[src/include/desc_settings.svh]
`ifndef DESC_SETTINGS_SVH
`define DESC_SETTINGS_SVH

// Buffer word address and metadata widths
`define DESC_ADDR_WID 10
`define DESC_META_WID 4

// Largest legal packet in bytes
`define DESC_MAX_PKT_SIZE 16383

// Bytes carried by one write side beat
`define DESC_BEAT_BYTES 8

// Default number of descriptor FIFO entries as a power of two
`define DESC_FIFO_DEPTH 8

`endif

[src/verilog/desc_pkg.sv]
`include "desc_settings.svh"

package desc_pkg;

    // Size field wide enough for the largest packet
    localparam int SIZE_WID = $clog2(`DESC_MAX_PKT_SIZE + 1);

    typedef logic [SIZE_WID-1:0] size_t;

    // Oversized packets report this size
    localparam size_t MAX_SIZE = size_t'(`DESC_MAX_PKT_SIZE);

    // Packet descriptor of 29 bits by default
    typedef struct packed {
        logic [`DESC_ADDR_WID-1:0] addr;
        size_t                     size;
        logic                      err;
        logic [`DESC_META_WID-1:0] meta;
    } desc_t;

endpackage
[src/verilog/desc_builder.sv]
`timescale 1ns/1ps
`include "desc_settings.svh"

module desc_builder (
    input  logic                      clk,
    input  logic                      rst,
    input  logic                      beat_vld,
    input  logic                      beat_sop,
    input  logic                      beat_eop,
    input  logic [3:0]                beat_bytes,
    input  logic                      beat_err,
    input  logic [`DESC_META_WID-1:0] beat_meta,
    input  logic                      full,
    output logic                      push,
    output desc_pkg::desc_t           push_desc,
    output logic [31:0]               ovf_cnt
);

    // One extra bit to see a size past the maximum
    localparam int TOT_WID = desc_pkg::SIZE_WID + 1;

    logic [`DESC_ADDR_WID-1:0] wr_ptr;
    logic [`DESC_ADDR_WID-1:0] start_addr;
    desc_pkg::size_t           run_size;
    logic                      run_ovs;
    logic                      run_err;
    logic [`DESC_META_WID-1:0] run_meta;
    logic                      desc_pend;

    logic [`DESC_ADDR_WID-1:0] cur_addr;
    desc_pkg::size_t           cur_base;
    logic                      cur_err;
    logic [`DESC_META_WID-1:0] cur_meta;
    logic [TOT_WID-1:0]        cur_total;
    logic                      cur_ovs;

    // Packet state including the current beat; sop starts afresh
    always_comb
    begin
        cur_addr = beat_sop ? wr_ptr : start_addr;
        cur_base = beat_sop ? '0 : run_size;
        cur_err  = beat_err | (~beat_sop & run_err);
        cur_meta = beat_sop ? beat_meta : run_meta;
        if (beat_eop)
            cur_total = {1'b0, cur_base} + TOT_WID'(beat_bytes);
        else
            cur_total = {1'b0, cur_base} + TOT_WID'(`DESC_BEAT_BYTES);
        cur_ovs = (~beat_sop & run_ovs) | (cur_total > TOT_WID'(`DESC_MAX_PKT_SIZE));
    end

    always_ff @(posedge clk)
    begin
        if (rst)
        begin
            wr_ptr    <= '0;
            desc_pend <= 1'b0;
            ovf_cnt   <= '0;
        end
        else
        begin
            // Word pointer wraps with the buffer
            if (beat_vld)
                wr_ptr <= wr_ptr + 1'b1;
            desc_pend <= beat_vld & beat_eop;
            if (desc_pend & full)
                ovf_cnt <= ovf_cnt + 32'd1;
        end
    end

    // Running packet state and the finished descriptor
    always_ff @(posedge clk)
    begin
        if (beat_vld)
        begin
            if (beat_eop)
            begin
                push_desc.addr <= cur_addr;
                push_desc.size <= cur_ovs ? desc_pkg::MAX_SIZE
                                          : cur_total[desc_pkg::SIZE_WID-1:0];
                push_desc.err  <= cur_err | cur_ovs;
                push_desc.meta <= cur_meta;
            end
            else
            begin
                start_addr <= cur_addr;
                run_size   <= cur_ovs ? desc_pkg::MAX_SIZE
                                      : cur_total[desc_pkg::SIZE_WID-1:0];
                run_ovs    <= cur_ovs;
                run_err    <= cur_err;
                run_meta   <= cur_meta;
            end
        end
    end

    // Finished descriptor is dropped when the FIFO is full
    assign push = desc_pend & ~full;

endmodule

[src/verilog/desc_dispatch.sv]
`timescale 1ns/1ps
`include "desc_settings.svh"

module desc_dispatch (
    input  logic                      clk,
    input  logic                      rst,
    input  logic                      empty,
    input  desc_pkg::desc_t           head_desc,
    input  logic                      out_rdy,
    output logic                      pop,
    output logic                      out_vld,
    output logic [`DESC_ADDR_WID-1:0] out_addr,
    output desc_pkg::size_t           out_size,
    output logic [`DESC_META_WID-1:0] out_meta,
    output logic [31:0]               pkt_cnt,
    output logic [31:0]               byte_cnt,
    output logic [31:0]               err_cnt
);

    logic xfer;
    logic out_free;
    logic load;
    logic drop;

    assign xfer     = out_vld & out_rdy;
    assign out_free = ~out_vld | out_rdy;

    // Take the head whenever the output register can accept it
    assign pop  = ~empty & out_free;
    assign load = pop & ~head_desc.err;
    assign drop = pop & head_desc.err;

    always_ff @(posedge clk)
    begin
        if (rst)
        begin
            out_vld  <= 1'b0;
            pkt_cnt  <= '0;
            byte_cnt <= '0;
            err_cnt  <= '0;
        end
        else
        begin
            if (load)
                out_vld <= 1'b1;
            else if (xfer)
                out_vld <= 1'b0;

            // Statistics follow accepted transfers
            if (xfer)
            begin
                pkt_cnt  <= pkt_cnt + 32'd1;
                byte_cnt <= byte_cnt + 32'(out_size);
            end

            // errored heads never reach the output
            if (drop)
                err_cnt <= err_cnt + 32'd1;
        end
    end

    // Payload holds while the consumer stalls
    always_ff @(posedge clk)
    begin
        if (load)
        begin
            out_addr <= head_desc.addr;
            out_size <= head_desc.size;
            out_meta <= head_desc.meta;
        end
    end

endmodule

[src/verilog/desc_fifo.sv]
`timescale 1ns/1ps
`include "desc_settings.svh"

module desc_fifo #(
    parameter int DEPTH = `DESC_FIFO_DEPTH
) (
    input  logic            clk,
    input  logic            rst,
    input  logic            push,
    input  desc_pkg::desc_t push_desc,
    input  logic            pop,
    output desc_pkg::desc_t head_desc,
    output logic            full,
    output logic            empty
);

    localparam int PTR_WID = $clog2(DEPTH);
    localparam int CNT_WID = PTR_WID + 1;

    desc_pkg::desc_t    mem [DEPTH];
    logic [PTR_WID-1:0] wr_ptr;
    logic [PTR_WID-1:0] rd_ptr;
    logic [CNT_WID-1:0] count;

    // Pointers wrap on their own since DEPTH is a power of two
    always_ff @(posedge clk)
    begin
        if (rst)
        begin
            wr_ptr <= '0;
            rd_ptr <= '0;
            count  <= '0;
        end
        else
        begin
            if (push)
                wr_ptr <= wr_ptr + 1'b1;
            if (pop)
                rd_ptr <= rd_ptr + 1'b1;
            case ({push, pop})
                2'b10:   count <= count + 1'b1;
                2'b01:   count <= count - 1'b1;
                default: count <= count;
            endcase
        end
    end

    always_ff @(posedge clk)
    begin
        if (push)
            mem[wr_ptr] <= push_desc;
    end

    // Oldest entry always on show
    assign head_desc = mem[rd_ptr];

    assign full  = (count == CNT_WID'(DEPTH));
    assign empty = (count == '0);

endmodule

[src/verilog/desc_path_top.sv]
`timescale 1ns/1ps
`include "desc_settings.svh"

module desc_path_top (
    input  logic                      clk,
    input  logic                      rst,
    input  logic                      beat_vld,
    input  logic                      beat_sop,
    input  logic                      beat_eop,
    input  logic [3:0]                beat_bytes,
    input  logic                      beat_err,
    input  logic [`DESC_META_WID-1:0] beat_meta,
    input  logic                      out_rdy,
    output logic                      out_vld,
    output logic [`DESC_ADDR_WID-1:0] out_addr,
    output desc_pkg::size_t           out_size,
    output logic [`DESC_META_WID-1:0] out_meta,
    output logic [31:0]               pkt_cnt,
    output logic [31:0]               byte_cnt,
    output logic [31:0]               err_cnt,
    output logic [31:0]               ovf_cnt
);

    logic            push;
    logic            pop;
    logic            full;
    logic            empty;
    desc_pkg::desc_t push_desc;
    desc_pkg::desc_t head_desc;

    desc_builder u_builder (
        .clk        (clk),
        .rst        (rst),
        .beat_vld   (beat_vld),
        .beat_sop   (beat_sop),
        .beat_eop   (beat_eop),
        .beat_bytes (beat_bytes),
        .beat_err   (beat_err),
        .beat_meta  (beat_meta),
        .full       (full),
        .push       (push),
        .push_desc  (push_desc),
        .ovf_cnt    (ovf_cnt)
    );

    desc_fifo #(
        .DEPTH (`DESC_FIFO_DEPTH)
    ) u_fifo (
        .clk       (clk),
        .rst       (rst),
        .push      (push),
        .push_desc (push_desc),
        .pop       (pop),
        .head_desc (head_desc),
        .full      (full),
        .empty     (empty)
    );

    desc_dispatch u_dispatch (
        .clk       (clk),
        .rst       (rst),
        .empty     (empty),
        .head_desc (head_desc),
        .out_rdy   (out_rdy),
        .pop       (pop),
        .out_vld   (out_vld),
        .out_addr  (out_addr),
        .out_size  (out_size),
        .out_meta  (out_meta),
        .pkt_cnt   (pkt_cnt),
        .byte_cnt  (byte_cnt),
        .err_cnt   (err_cnt)
    );

endmodule

[config.mk]
export PLATFORM = sky130hd
export DESIGN_NAME = desc_path_top
export DESIGN_NICKNAME = d
export VERILOG_FILES = /design/src/verilog/desc_pkg.sv /design/src/verilog/desc_builder.sv /design/src/verilog/desc_dispatch.sv /design/src/verilog/desc_fifo.sv /design/src/verilog/desc_path_top.sv
export VERILOG_INCLUDE_DIRS = /design/src /design/src/include
export SDC_FILE = /design/constraint.sdc
export NUM_CORES = 1
export LEC_CHECK = 0
export BUFFER_PORTS_ARGS = -buffer_cell sky130_fd_sc_hd__clkbuf_2
export CAP_MARGIN = 20
export CORE_ASPECT_RATIO = 0.5
export CORE_UTILIZATION = 40
export CTS_BUF_LIST = sky130_fd_sc_hd__clkbuf_4 sky130_fd_sc_hd__clkbuf_8 sky130_fd_sc_hd__clkbuf_16
export CTS_CLUSTER_SIZE = 30
export DETAILED_ROUTE_END_ITERATION = 16
export HOLD_SLACK_MARGIN = 0.15
export PLACE_DENSITY = 0.62
export SLEW_MARGIN = 40
export SYNTH_ARGS = -nofsm -noshare
export SYNTH_HDL_FRONTEND = slang
export SYNTH_HIERARCHICAL = 1
export SYNTH_SLANG_ARGS = --single-unit
export TNS_END_PERCENT = 10
[constraint.sdc]
create_clock -name clk -period 12.2 [get_ports clk]
set_clock_uncertainty 0.1 [all_clocks]
set_input_delay 0.61 -clock clk [delete_from_list [all_inputs] [get_ports clk]]
set_output_delay 0.61 -clock clk [all_outputs]
set_load 0.02 [all_outputs]
Word level (Yosys, flattened, before mapping)

Memories as Yosys holds them, arrays and structs flattened. A register that Yosys moved wholly into a read port is not among the register bits.
Index checks and enable logic that the tools add are counted.

Register bits: 237
Bits in latches: 0
Memory bits (writable): 232
ROM bits: 0
Memories kept: 1
Word-level logic and storage cells: 74

Shift-type cells: 0
Multiplexer cells: 12
$mul: 0
Bitwise operators: 19
$add $sub $neg: 11
Equal/unequal tests: 3
Reductions and logical operators: 5
Order comparisons: 1
Div/mod/pow operators: 0

Memory list:

| memory     | words | width | rd ports | clocked after memory_dff | write ports | RTL line        | text |
|---|---|---|---|---|---|---|---|
| u_fifo.mem | 8     | 29    | 1        | 1                        | 1           | desc_fifo.sv:20 | `desc_pkg::desc_t mem [DEPTH];` |

Operators by type and width:

| kind                                                                    | number |
|---|---|
| 32-bit by 1-bit adder with 32-bit output (second input constant)        | 3 |
| 32-bit by 14-bit adder with 32-bit output                               | 1 |
| 14-bit 2-to-1 mux                                                       | 2 |
| 14-bit by 4-bit adder with 15-bit output                                | 1 |
| 14-bit by 4-bit adder with 15-bit output (second input constant)        | 1 |
| 15-bit by 14-bit > comparator with 1-bit output (second input constant) | 1 |
| 15-bit 2-to-1 mux                                                       | 1 |
| 10-bit by 1-bit adder with 10-bit output (second input constant)        | 1 |
| 10-bit 2-to-1 mux                                                       | 1 |
| 1-bit AND                                                               | 9 |
| 4-bit one-hot mux with 2 select lines                                   | 1 |
| 3-bit by 1-bit adder with 3-bit output (second input constant)          | 2 |
| 3-bit 2-to-1 mux                                                        | 2 |
| 1-bit inverter                                                          | 6 |
| 4-bit by 1-bit adder with 4-bit output (second input constant)          | 1 |
| 4-bit equality test (second input constant)                             | 1 |
| 4-bit logical NOT                                                       | 1 |
| 1-bit 2-to-1 mux                                                        | 4 |
| 4-bit 2-to-1 mux                                                        | 1 |
| 1-bit OR                                                                | 4 |
| 2-bit AND reduction                                                     | 2 |
| 2-bit nonzero test                                                      | 2 |
| 4-bit by 1-bit subtractor with 4-bit output (second input constant)     | 1 |
| 2-bit by 1-bit equality test with 1-bit output (second input constant)  | 1 |
| 2-bit equality test (second input constant)                             | 1 |

Depth between registers and ports, before layout

Gate-level depths: netlist of the first run.

Word-level depth: 6
Mapped depth: 11
Mapped depth without buffers: 10

Hierarchy

The synthesis of the first run kept the hierarchy.

By module, submodules not included:

| module        | cells each | seq. area each (µm²) | area each (µm²) | instances |
|---|---|---|---|---|
| desc_fifo     | 405        | 7226.9               | 9499.1          | 1 |
| desc_dispatch | 611        | 2782.7               | 5728.0          | 1 |
| desc_builder  | 389        | 2632.5               | 4460.5          | 1 |

Worst setup path after synthesis of the first run

No wires, ideal clock.

Path type: register to register
Start point: register (tool-made name)
End point: register u_dispatch.out_addr[0], enable pin
Data arrival time: 3.444 ns
Setup time: 0.448 ns
Required time: 11.652 ns
Path slack: 8.208 ns
Period minus slack after synthesis: 3.992 ns
Cell stages (with the launch flop): 6
Cell sequence: dfxtp_1 -> buf_6 -> buf_2 -> mux4_2 -> mux2_4 -> nor3_1

RTL lines:

| what                 | RTL line            | text |
|---|---|---|
| to (signal assigned) | desc_dispatch.sv:67 | `out_addr <= head_desc.addr;` |
| to (decl)            | desc_dispatch.sv:12 | `` output logic [`DESC_ADDR_WID-1:0] out_addr, `` |

Worst setup path after layout of the first run

Start point: register u_fifo.count[1]
End point: register u_fifo.count[2]

Cells in the longest elaborated chain, start to end: 5
Elaborated cells on any way between the ends: 12
Those cells by class: add/sub (2); eq/ne (3); mux (1); bitwise (4); reduce/logical (2)

Ends and longest elaborated chain:

| what                                                                                  | RTL line            | text |
|---|---|---|
| from (decl)                                                                           | desc_fifo.sv:23     | `logic [CNT_WID-1:0] count;` |
| from (signal assigned)                                                                | desc_fifo.sv:41     | `2'b10: count <= count + 1'b1;` |
| from (signal assigned)                                                                | desc_fifo.sv:42     | `2'b01: count <= count - 1'b1;` |
| from (signal assigned)                                                                | desc_fifo.sv:43     | `default: count <= count;` |
| 4-bit equality test (*)                                                               | desc_fifo.sv:57     | `assign full = (count == CNT_WID'(DEPTH));` |
| named net full                                                                        | desc_path_top.sv:26 | `logic full;` |
| 1-bit inverter (*)                                                                    | desc_builder.sv:96  | `assign push = desc_pend & ~full;` |
| 1-bit AND (*)                                                                         | desc_builder.sv:96  |  |
| named net push                                                                        | desc_path_top.sv:24 | `logic push;` |
| 2-bit by 1-bit equality test with 1-bit output or 2-bit equality test (tied branches) | desc_fifo.sv:40     | `case ({push, pop})` |
| 4-bit one-hot mux with 2 select lines or 2-bit nonzero test (tied branches)           | -                   |  |

The timed path passes the listed nets; every way through them passes the cells marked *.
A chain may end at the register's enable or synchronous reset.

==> results by group, run 1 <==
Logic synthesis
  – Number of synthesized flops with an enable pin: 319
  – Warnings, synthesis: 6
  – Mean Syn Cell Area: 14.0 um^2
  – Synth cell types: 75
  – Mapped Area: 19700 um^2
  – Async SR Flop Fraction: 0%
  – Mapped Cells: 1405
  – Ys flop type: edfxtp_1
  – Mapped Nets: 1450
  – Seq/Total Area, Yosys: 64.2%
  – #FFs+latches synth: 472

Global route
  – Initial antenna violation count: 0
  – Vias in the first global route: 11.2k
  – Tot GR Track Use: 16.2%
  – Grt total ovfl: 0
  – First-pass GRT wire length: 63.7 mm
  – Largest net degree at the start of global routing: 60

Power
  – Leakage power: 7.94 nW
  – Maximum vdd drop: 112 uV
  – Power Total: 4.06 mW
  – Power Density: 178 nW/um^2

Die
  – Die height: 159 um
  – Initial core utilization: 40.5%
  – Core area: 48600 um^2
  – Die width: 316 um
  – Row Count: 57
  – I/O pin count: 172
  – Total die area: 50200 um^2

Clocking
  – Root buf cell: clkbuf_16
  – Worst skew pair latency: 0.56 ns
  – CTS buffer count: 44
  – CTS tree: built
  – Bufs on Longest Clock Path: 3
  – Resized cells post-CTS: 0
  – Post-CTS Setup Repair Bufs: 0
  – Clock-pin slew on the worst setup and hold paths: 0.07 ns
  – CTS H-tree lvls: 2
  – Hold_buf cts: 0
  – CTS Sinks: 472

Worst setup path
  – Arr. time, crit path: 3.49 ns
  – CP startpoint kind: register
  – Critical Path End Type: register
  – Data required time of the worst path: 12.58 ns
  – Crit-path max cell delay: 0.63 ns
  – Worst-path fanout max: 7
  – Slowest-stage cell, CP: nor4b_4
  – Buf/Inv on CP: 1
  – Worst Path Class, Setup: reg -> reg
  – CP cell instances: nor4b_4, nor2b_1, inv_1, ha_1, xor2_1, ha_1, a21oi_1, xor2_1, or3_1, a21oi_1
  – Delay-heaviest family, CP: simple AND/OR/NAND/NOR gates

Timing
  – Fin crit share: 25.5%
  – RSZ-0062 raised after global routing: false
  – Worst hold slack: 0.283 ns
  – Rel. slew slack: 45.3%
  – Final setup viols: 0
  – FMAX: 0.321 GHz
  – Final Slew Violations: 0
  – Fin crit period: 3.11 ns
  – Fin. Hold Viols: 0
  – Worst-Margin Slew: 0.814 ns
  – Post-route setup TNS: 0 ns

Cells and area
  – Layout cells sized above 1: 23.6%
  – Final core area utilization: 46.9%
  – Synth-to-layout area growth: 15.7%
  – Fin area: 22800 um^2
  – Fill cells: 4250
  – Nets: 1627
  – Antenna cells: 0

Drt
  – Routed Antenna Nets: 0
  – Per-cell routed wire length: 18.2 um
  – Avg Vias per Cell: 5.16
  – Total length of routed wires: 41.1 mm
  – DRC Markers: 0
  – Via count: 11.7k
  – Initial DRC count: 730
  – First-pass DRT Iterations: 8

Outcome
  – Run status: complete, no violations

Hold path
  – Worst hold path type: in -> reg

Place
  – PortBufs: 171
  – GPL Wtd Cong: 0.812
  – Placement Cell Area: 21300 um^2
  – Dpl hpwl: 26.0 mm

Run
  – Maxcap violations: 0
==> registers in the layout (all words and copies together) (netlist names), named ones only <==
| register | count |
|---|---|
| u_fifo/mem | 232 |
| u_builder/ovf_cnt | 32 |
| u_dispatch/byte_cnt | 32 |
| u_dispatch/err_cnt | 32 |
| u_dispatch/pkt_cnt | 32 |
| u_builder/push_desc | 29 |
| u_builder/run_size | 14 |
| u_dispatch/out_size | 14 |
| u_builder/start_addr | 10 |
| u_builder/wr_ptr | 10 |
| u_dispatch/out_addr | 10 |
| u_builder/run_meta | 4 |
| u_dispatch/out_meta | 4 |
| u_fifo/count | 4 |
| u_fifo/rd_ptr | 3 |
| u_fifo/wr_ptr | 3 |
| u_builder/desc_pend | 1 |
| u_builder/run_err | 1 |
| u_builder/run_ovs | 1 |
| u_dispatch/out_vld | 1 |
==> worst register-to-register path, stage by stage, from the launching register on <==
cell     delay (ns)
dfxtp_1        0.41
nor4b_4        0.63
nor2b_1        0.27
inv_1          0.27
ha_1           0.33
xor2_1         0.19
ha_1           0.16
a21oi_1        0.05
xor2_1         0.16
or3_1          0.31
a21oi_1        0.15
==> synthesized netlist by cell type (all sizes together) (7+ instances only) <==
library cell | count | area (um^2)
nor3 | 23 | 131
and3 | 21 | 131
a211oi | 12 | 103
edfxtp | 319 | 9580
o31ai | 10 | 75.1
or4 | 11 | 82.6
inv | 31 | 116
nor4 | 12 | 118
nor2 | 141 | 532
and4 | 8 | 70.1
mux4 | 58 | 1380
nand2 | 91 | 344
or3 | 15 | 93.8
mux2 | 45 | 582
dfxtp | 153 | 3060
a21oi | 62 | 310
ha | 28 | 350
xor2 | 67 | 587
xnor2 | 53 | 464
nand3 | 40 | 205
nor2b | 14 | 87.6
mux2i | 7 | 70.1
clkbuf | 32 | 121
nand4 | 31 | 200
o21ai | 28 | 140
buf | 24 | 168
==> cells by family after synthesis <==
family | share of synthesized area, %
buf+inv | 2.08
simple gates | 11.2
flops | 64.2
xor+xnor | 5.34
compound gates | 4.91
fa+ha+maj | 1.98
mux | 10.3
==> where the power goes <==
part	leakage, nW	internal, mW	switching [mW]
clock	0.729	0.810	0.601
combinational	3.06	0.340	0.396
sequential	4.15	1.82	0.0933
total	7.94	2.97	1.09
==> through the flow <==
| stage | setup slack (ns) | instances |
|---|---|---|
| 5_1_grt | 8.85 | 2267 |
| 2_1_floorplan | 8.21 | 1405 |
| 4_1_cts | 8.83 | 2266 |
| 3_5_place_dp | 8.60 | 2184 |
| 6_report | 9.09 | 2267 |
| 3_3_place_gp | 8.71 | 2184 |
==> path summary, 6_finish.rpt <==
path,from,endpoint,slack [ns],cells after the start
worst max-delay path,u_fifo/count[1],u_fifo/count[2],9.09,10
worst min-delay path,beat_err,u_builder/run_err,0.28,2
worst max register to register,u_fifo/count[1],u_fifo/count[2],9.09,10
worst min register to register,u_dispatch/byte_cnt[9],u_dispatch/byte_cnt[9],0.37,2
==> final cells by class <==
cell class	count	area (um^2)	area share, %
inverters	32	120	0.528
flip-flops and latches	472	12700	55.6
repair buffers	187	995	4.37
clock inverters	25	249	1.09
multi-input cells	845	6700	29.4
well taps	649	812	3.57
clock buffers	57	1240	5.45
==> cell usage in the layout (no fill, tap or decap), types with 5 or more instances in the layout <==
master / n
edfxtp_1: 319
clkbuf_2: 170
dfxtp_1: 150
nor2_1: 132
nand2_1: 90
xor2_1: 67
a21oi_1: 62
xnor2_1: 53
clkbuf_16: 45
nand3_1: 39
mux4_2: 39
inv_1: 31
nand4_1: 30
ha_1: 28
o21ai_0: 24
mux2_2: 23
and3_1: 21
mux2_4: 20
mux4_1: 19
nor3_1: 18
buf_4: 15
or3_1: 15
nor2b_1: 13
a211oi_1: 11
or4_1: 11
o31ai_1: 10
nor2_2: 9
clkbuf_4: 8
and4_1: 8
clkinv_1: 7
mux2i_1: 7
a31oi_1: 6
o21a_1: 6
a21o_1: 6
nand2b_1: 6
nor4_1: 6
inv_6: 5
==> routing by layer <==
| layer | up-vias | global-route usage [%] | part of all wire [%] | routed length (um) |
|---|---|---|---|---|
| met5 | - | 0 | 0 | 0 |
| met4 | 0 | 3.56 | 1.5 | 635 |
| met3 | 45 | 3.46 | 5.5 | 2280 |
| met2 | 212 | 26.0 | 47 | 19300 |
| met1 | 5826 | 22.5 | 46 | 18900 |
| li1 | 5623 | - | - | - |
Note: power is estimated with default switching activity, not from simulation.
==> inputs of run 2 (changes only) <==
--- a/config.mk
+++ b/config.mk
@@ -6,6 +6,7 @@
 export SDC_FILE = /design/constraint.sdc
 export NUM_CORES = 1
 export LEC_CHECK = 0
+export ABC_AREA = 1
 export BUFFER_PORTS_ARGS = -buffer_cell sky130_fd_sc_hd__clkbuf_2
 export CAP_MARGIN = 20
 export CORE_ASPECT_RATIO = 0.5
==> constraint.sdc (replaced) <==
create_clock -name clk -period 3.1 [get_ports clk]
set_clock_uncertainty 0.1 [all_clocks]
set_input_delay 0.155 -clock clk [delete_from_list [all_inputs] [get_ports clk]]
set_output_delay 0.155 -clock clk [all_outputs]
set_load 0.02 [all_outputs]
==> results by group, run 2 <==
Timing
  – Final Slew Violations: 0 (unchanged)
  – Fin crit share: 87.8%
  – Worst-Margin Slew: 0.640 ns (-0.173 ns)
  – Fin. Hold Viols: 0 (unchanged)
  – Post-route setup TNS: 0 ns (unchanged)
  – Rel. slew slack: 57.3% (+12 points)
  – FMAX: 0.367 GHz
  – Final setup viols: 0 (unchanged)
  – Fin crit period: 2.72 ns
  – Slack of the critical path: 0.379 ns (-8.71 ns)
  – RSZ-0062 raised after global routing: false
  – Worst hold slack: 0.187 ns (-0.0960 ns)

Logic synthesis
  – Number of synthesized flops with an enable pin: 319 (unchanged)
  – Mapped Cells: 2369 (+69%)
  – Async SR Flop Fraction: 0% (unchanged)
  – Ys flop type: edfxtp_1
  – Leading area contributor after synthesis: edfxtp_1
  – Most common cell in the synthesized netlist: nand2_1
  – Synth cell types: 52 (-31%)
  – Mean Syn Cell Area: 9.14 um^2 (-35%)
  – Commonest cells post-synth: nand2_1 (575), nor2_1 (394), edfxtp_1 (319)
  – Warnings, synthesis: 6 (unchanged)
  – Mapped Area: 21700 um^2 (+10%)
  – Area share of the largest cell type after synthesis: 44.2% (-4.4 points)
  – Mapped Nets: 2414 (+66%)
  – #FFs+latches synth: 472 (unchanged)
  – Seq/Total Area, Yosys: 58.4% (-5.8 points)
  – Top cells by area, synth: edfxtp_1 (44%), dfxtp_1 (14%), nand2_1 (10%), nor2_1 (6.8%), inv_1 (3.5%)

Global route
  – Largest net degree at the start of global routing: 87 (+45%)
  – Grt total ovfl: 0 (unchanged)
  – Vias in the first global route: 15.9k (+42%)
  – First-pass GRT wire length: 83.6 mm (+31%)
  – Tot GR Track Use: 18.8% (+2.7 points)
  – Initial antenna violation count: 0 (unchanged)

Cells and area
  – Layout cells sized above 1: 13.9% (-9.7 points)
  – Synth-to-layout area growth: 15.8%
  – Largest register FFs: 232 (unchanged)
  – Nets: 2600 (+60%)
  – Biggest register: u_fifo/mem
  – Multi-input gate area: 7890 um^2 (+18%)
  – Commonest non-fill, non-tap cell in the layout: nand2_1
  – Register area: 12600 um^2 (about the same)
  – Fill cells: 4941 (+16%)
  – Commonest cells after routing, fill and taps aside: nand2_1 (575), nor2_1 (384), edfxtp_1 (319)

Clocking
  – CTS Sinks: 472 (unchanged)
  – CTS H-tree lvls: 2 (unchanged)
  – Clock-pin slew on the worst setup and hold paths: 0.07 ns (about the same)
  – CTS tree: built
  – Worst skew pair latency: 0.58 ns (+0.02 ns)
  – Post-CTS Setup Repair Bufs: 0 (unchanged)
  – CTS buffer count: 45 (+2.3%)
  – Bufs on Longest Clock Path: 3 (unchanged)
  – Root buf cell: clkbuf_16

Worst setup path
  – Slowest-stage cell, CP: dlygate4sd3_1
  – Setup crit end: u_builder/push_desc[5]
  – Data required time of the worst path: 3.27 ns (-9.31 ns)
  – Critical Path End Type: register
  – FF-to-FF path depth: 9 (-1)
  – Worst Path Class, Setup: in -> reg
  – Worst-path fanout max: 16 (+9)
  – FF-to-FF End: u_builder/push_desc[5]
  – Arr. time, crit path: 2.89 ns (-0.60 ns)
  – CP startpoint kind: input port
  – Critical Path Source: beat_sop
  – R2R Setup Slk: 0.56 ns (-8.53 ns)
  – CP cell instances: dlygate4sd3_1, clkbuf_2, buf_4, nor2_1, ha_1, inv_1, fa_1, inv_1, nand3_1, nand3_1, o21ai_2, nor2_4, nor2_4, o21ai_0
  – RR Startpoint: u_builder/run_size[3]
  – Crit-path max cell delay: 0.53 ns (-0.10 ns)

Drt
  – Avg Vias per Cell: 5.01 (-3.0%)
  – Routed Antenna Nets: 0 (unchanged)
  – First-pass DRT Iterations: 5 (-3)
  – Per-cell routed wire length: 15.8 um (-13%)
  – DRC Markers: 0 (unchanged)
  – Initial DRC count: 1120 (+53%)
  – Total length of routed wires: 52.0 mm (+26%)
  – Via count: 16.5k (+41%)

Hold path
  – Worst hold path type: in -> reg

Place
  – GPL Wtd Cong: 0.894 (+10%)
  – PortBufs: 171 (unchanged)
  – Dpl hpwl: 34.1 mm (+31%)
  – Dpl ws: 0.356 ns (-8.24 ns)

Die
  – Initial core utilization: 41.1% (+0.54 points)
  – Die height: 167 um (+4.8%)
  – Total die area: 55100 um^2 (+9.9%)
  – I/O pin count: 172 (unchanged)
  – Die width: 331 um (+4.8%)
  – Core area: 52700 um^2 (+8.5%)
  – Row Count: 59 (+3.5%)

Power
  – Switching part of the total: 31.9% (+5.1 points)
  – Power Density: 705 nW/um^2 (+300%)
  – Flop pwr share: 43.3% (-3.8 points)
  – Clock power share: 34.1% (-0.7 points)
  – Internal Power: 12.0 mW (+310%)
  – Sw power: 5.64 mW (+420%)
  – Leakage power: 9.58 nW (+21%)
  – Power Total: 17.7 mW (+340%)
  – Maximum vdd drop: 443 uV (+300%)
  – Comb power frac: 22.6% (+4.5 points)

Outcome
  – Run status: complete, no violations

Run
  – Maxcap violations: 0 (unchanged)
-- run 2: kinds of logic (layout without fill, tap and decap cells) --
| kind of cell | after synthesis | count (layout) | share of synthesized area, % |
|---|---|---|---|
| AO/OA/AOI/OAI | 315 | 315 | 7.70 |
| XOR/XNOR | 38 | 38 | 1.54 |
| adder cells (fa/ha/maj) | 30 | 30 | 1.80 |
| buffers and inverters | 280 | 502 | 5.48 |
| flip-flops | 472 | 472 | 58.4 |
| multiplexers | 29 | 29 | 1.34 |
| other | 0 | 1 | 0 |
| AND/OR/NAND/NOR | 1205 | 1205 | 23.8 |
-- run 2: worst max-delay path, delay by kind of cell --
| kind | cells | cell delay, ns |
|---|---|---|
| fa+ha+maj | 2 | 0.36 |
| simple gates | 5 | 0.82 |
| compound gates | 2 | 0.40 |
| buf+inv | 5 | 1.15 |
-- run 2: how the worst min path moves through the flow --
stage / start / endpoint / slack (ns) / cells after the start
global placement: beat_meta[3] / u_builder/run_meta[3] / 0.37 / 3
finish: beat_bytes[2] / u_builder/push_desc[7] / 0.19 / 4
global route: beat_bytes[2] / u_builder/push_desc[7] / 0.18 / 4
detailed placement: beat_meta[3] / u_builder/run_meta[3] / 0.36 / 3
CTS: beat_bytes[2] / u_builder/push_desc[7] / 0.15 / 4
floorplan: rst / u_builder/ovf_cnt[21] / 0.13 / 1
-- run 2: layout make-up --
type / count / share of cell area, %
Clock inverter: 31 / 1.70
Inverter: 209 / 3.17
Tap cell: 701 / 3.50
Clock buffer: 52 / 4.70
Sequential cell: 472 / 50.5
Timing Repair Buffer: 210 / 5.00
Antenna cell: 1 / 0.00998
Multi-Input combinational cell: 1617 / 31.5
-- run 2: metrics by stage --
step	instance area (um^2)	instances	utilization, %
floorplan	21700	2369	-
global placement	23300	3194	44.2
detailed placement	23300	3194	44.2
CTS	25100	3292	47.6
global route	25100	3292	47.6
finish	25100	3293	47.6
-- run 2: routing by layer --
layer | track usage (%) | wire length (um)
met2 | 31.9 | 24500
met1 | 25.2 | 24200
met3 | 2.70 | 2120
met5 | 0 | 0
met4 | 5.05 | 1160
-- run 2: repair_timing --
| action | in CTS | in global routing |
|---|---|---|
| endpoints found under the hold margin | 135 | 0 |
| gates resized for setup | 0 | 0 |
| hold buffers | 15 | 0 |
-- run 2: power groups by stage --
stage	clock [mW]	sequential (mW)	combinational, mW
CTS	6.17	7.66	4.03
floorplan	0	7.91	2.74
global placement	0	7.79	3.94
global route	6.44	7.71	4.48
detailed placement	0	7.79	4.00
finish	6.02	7.65	4.00
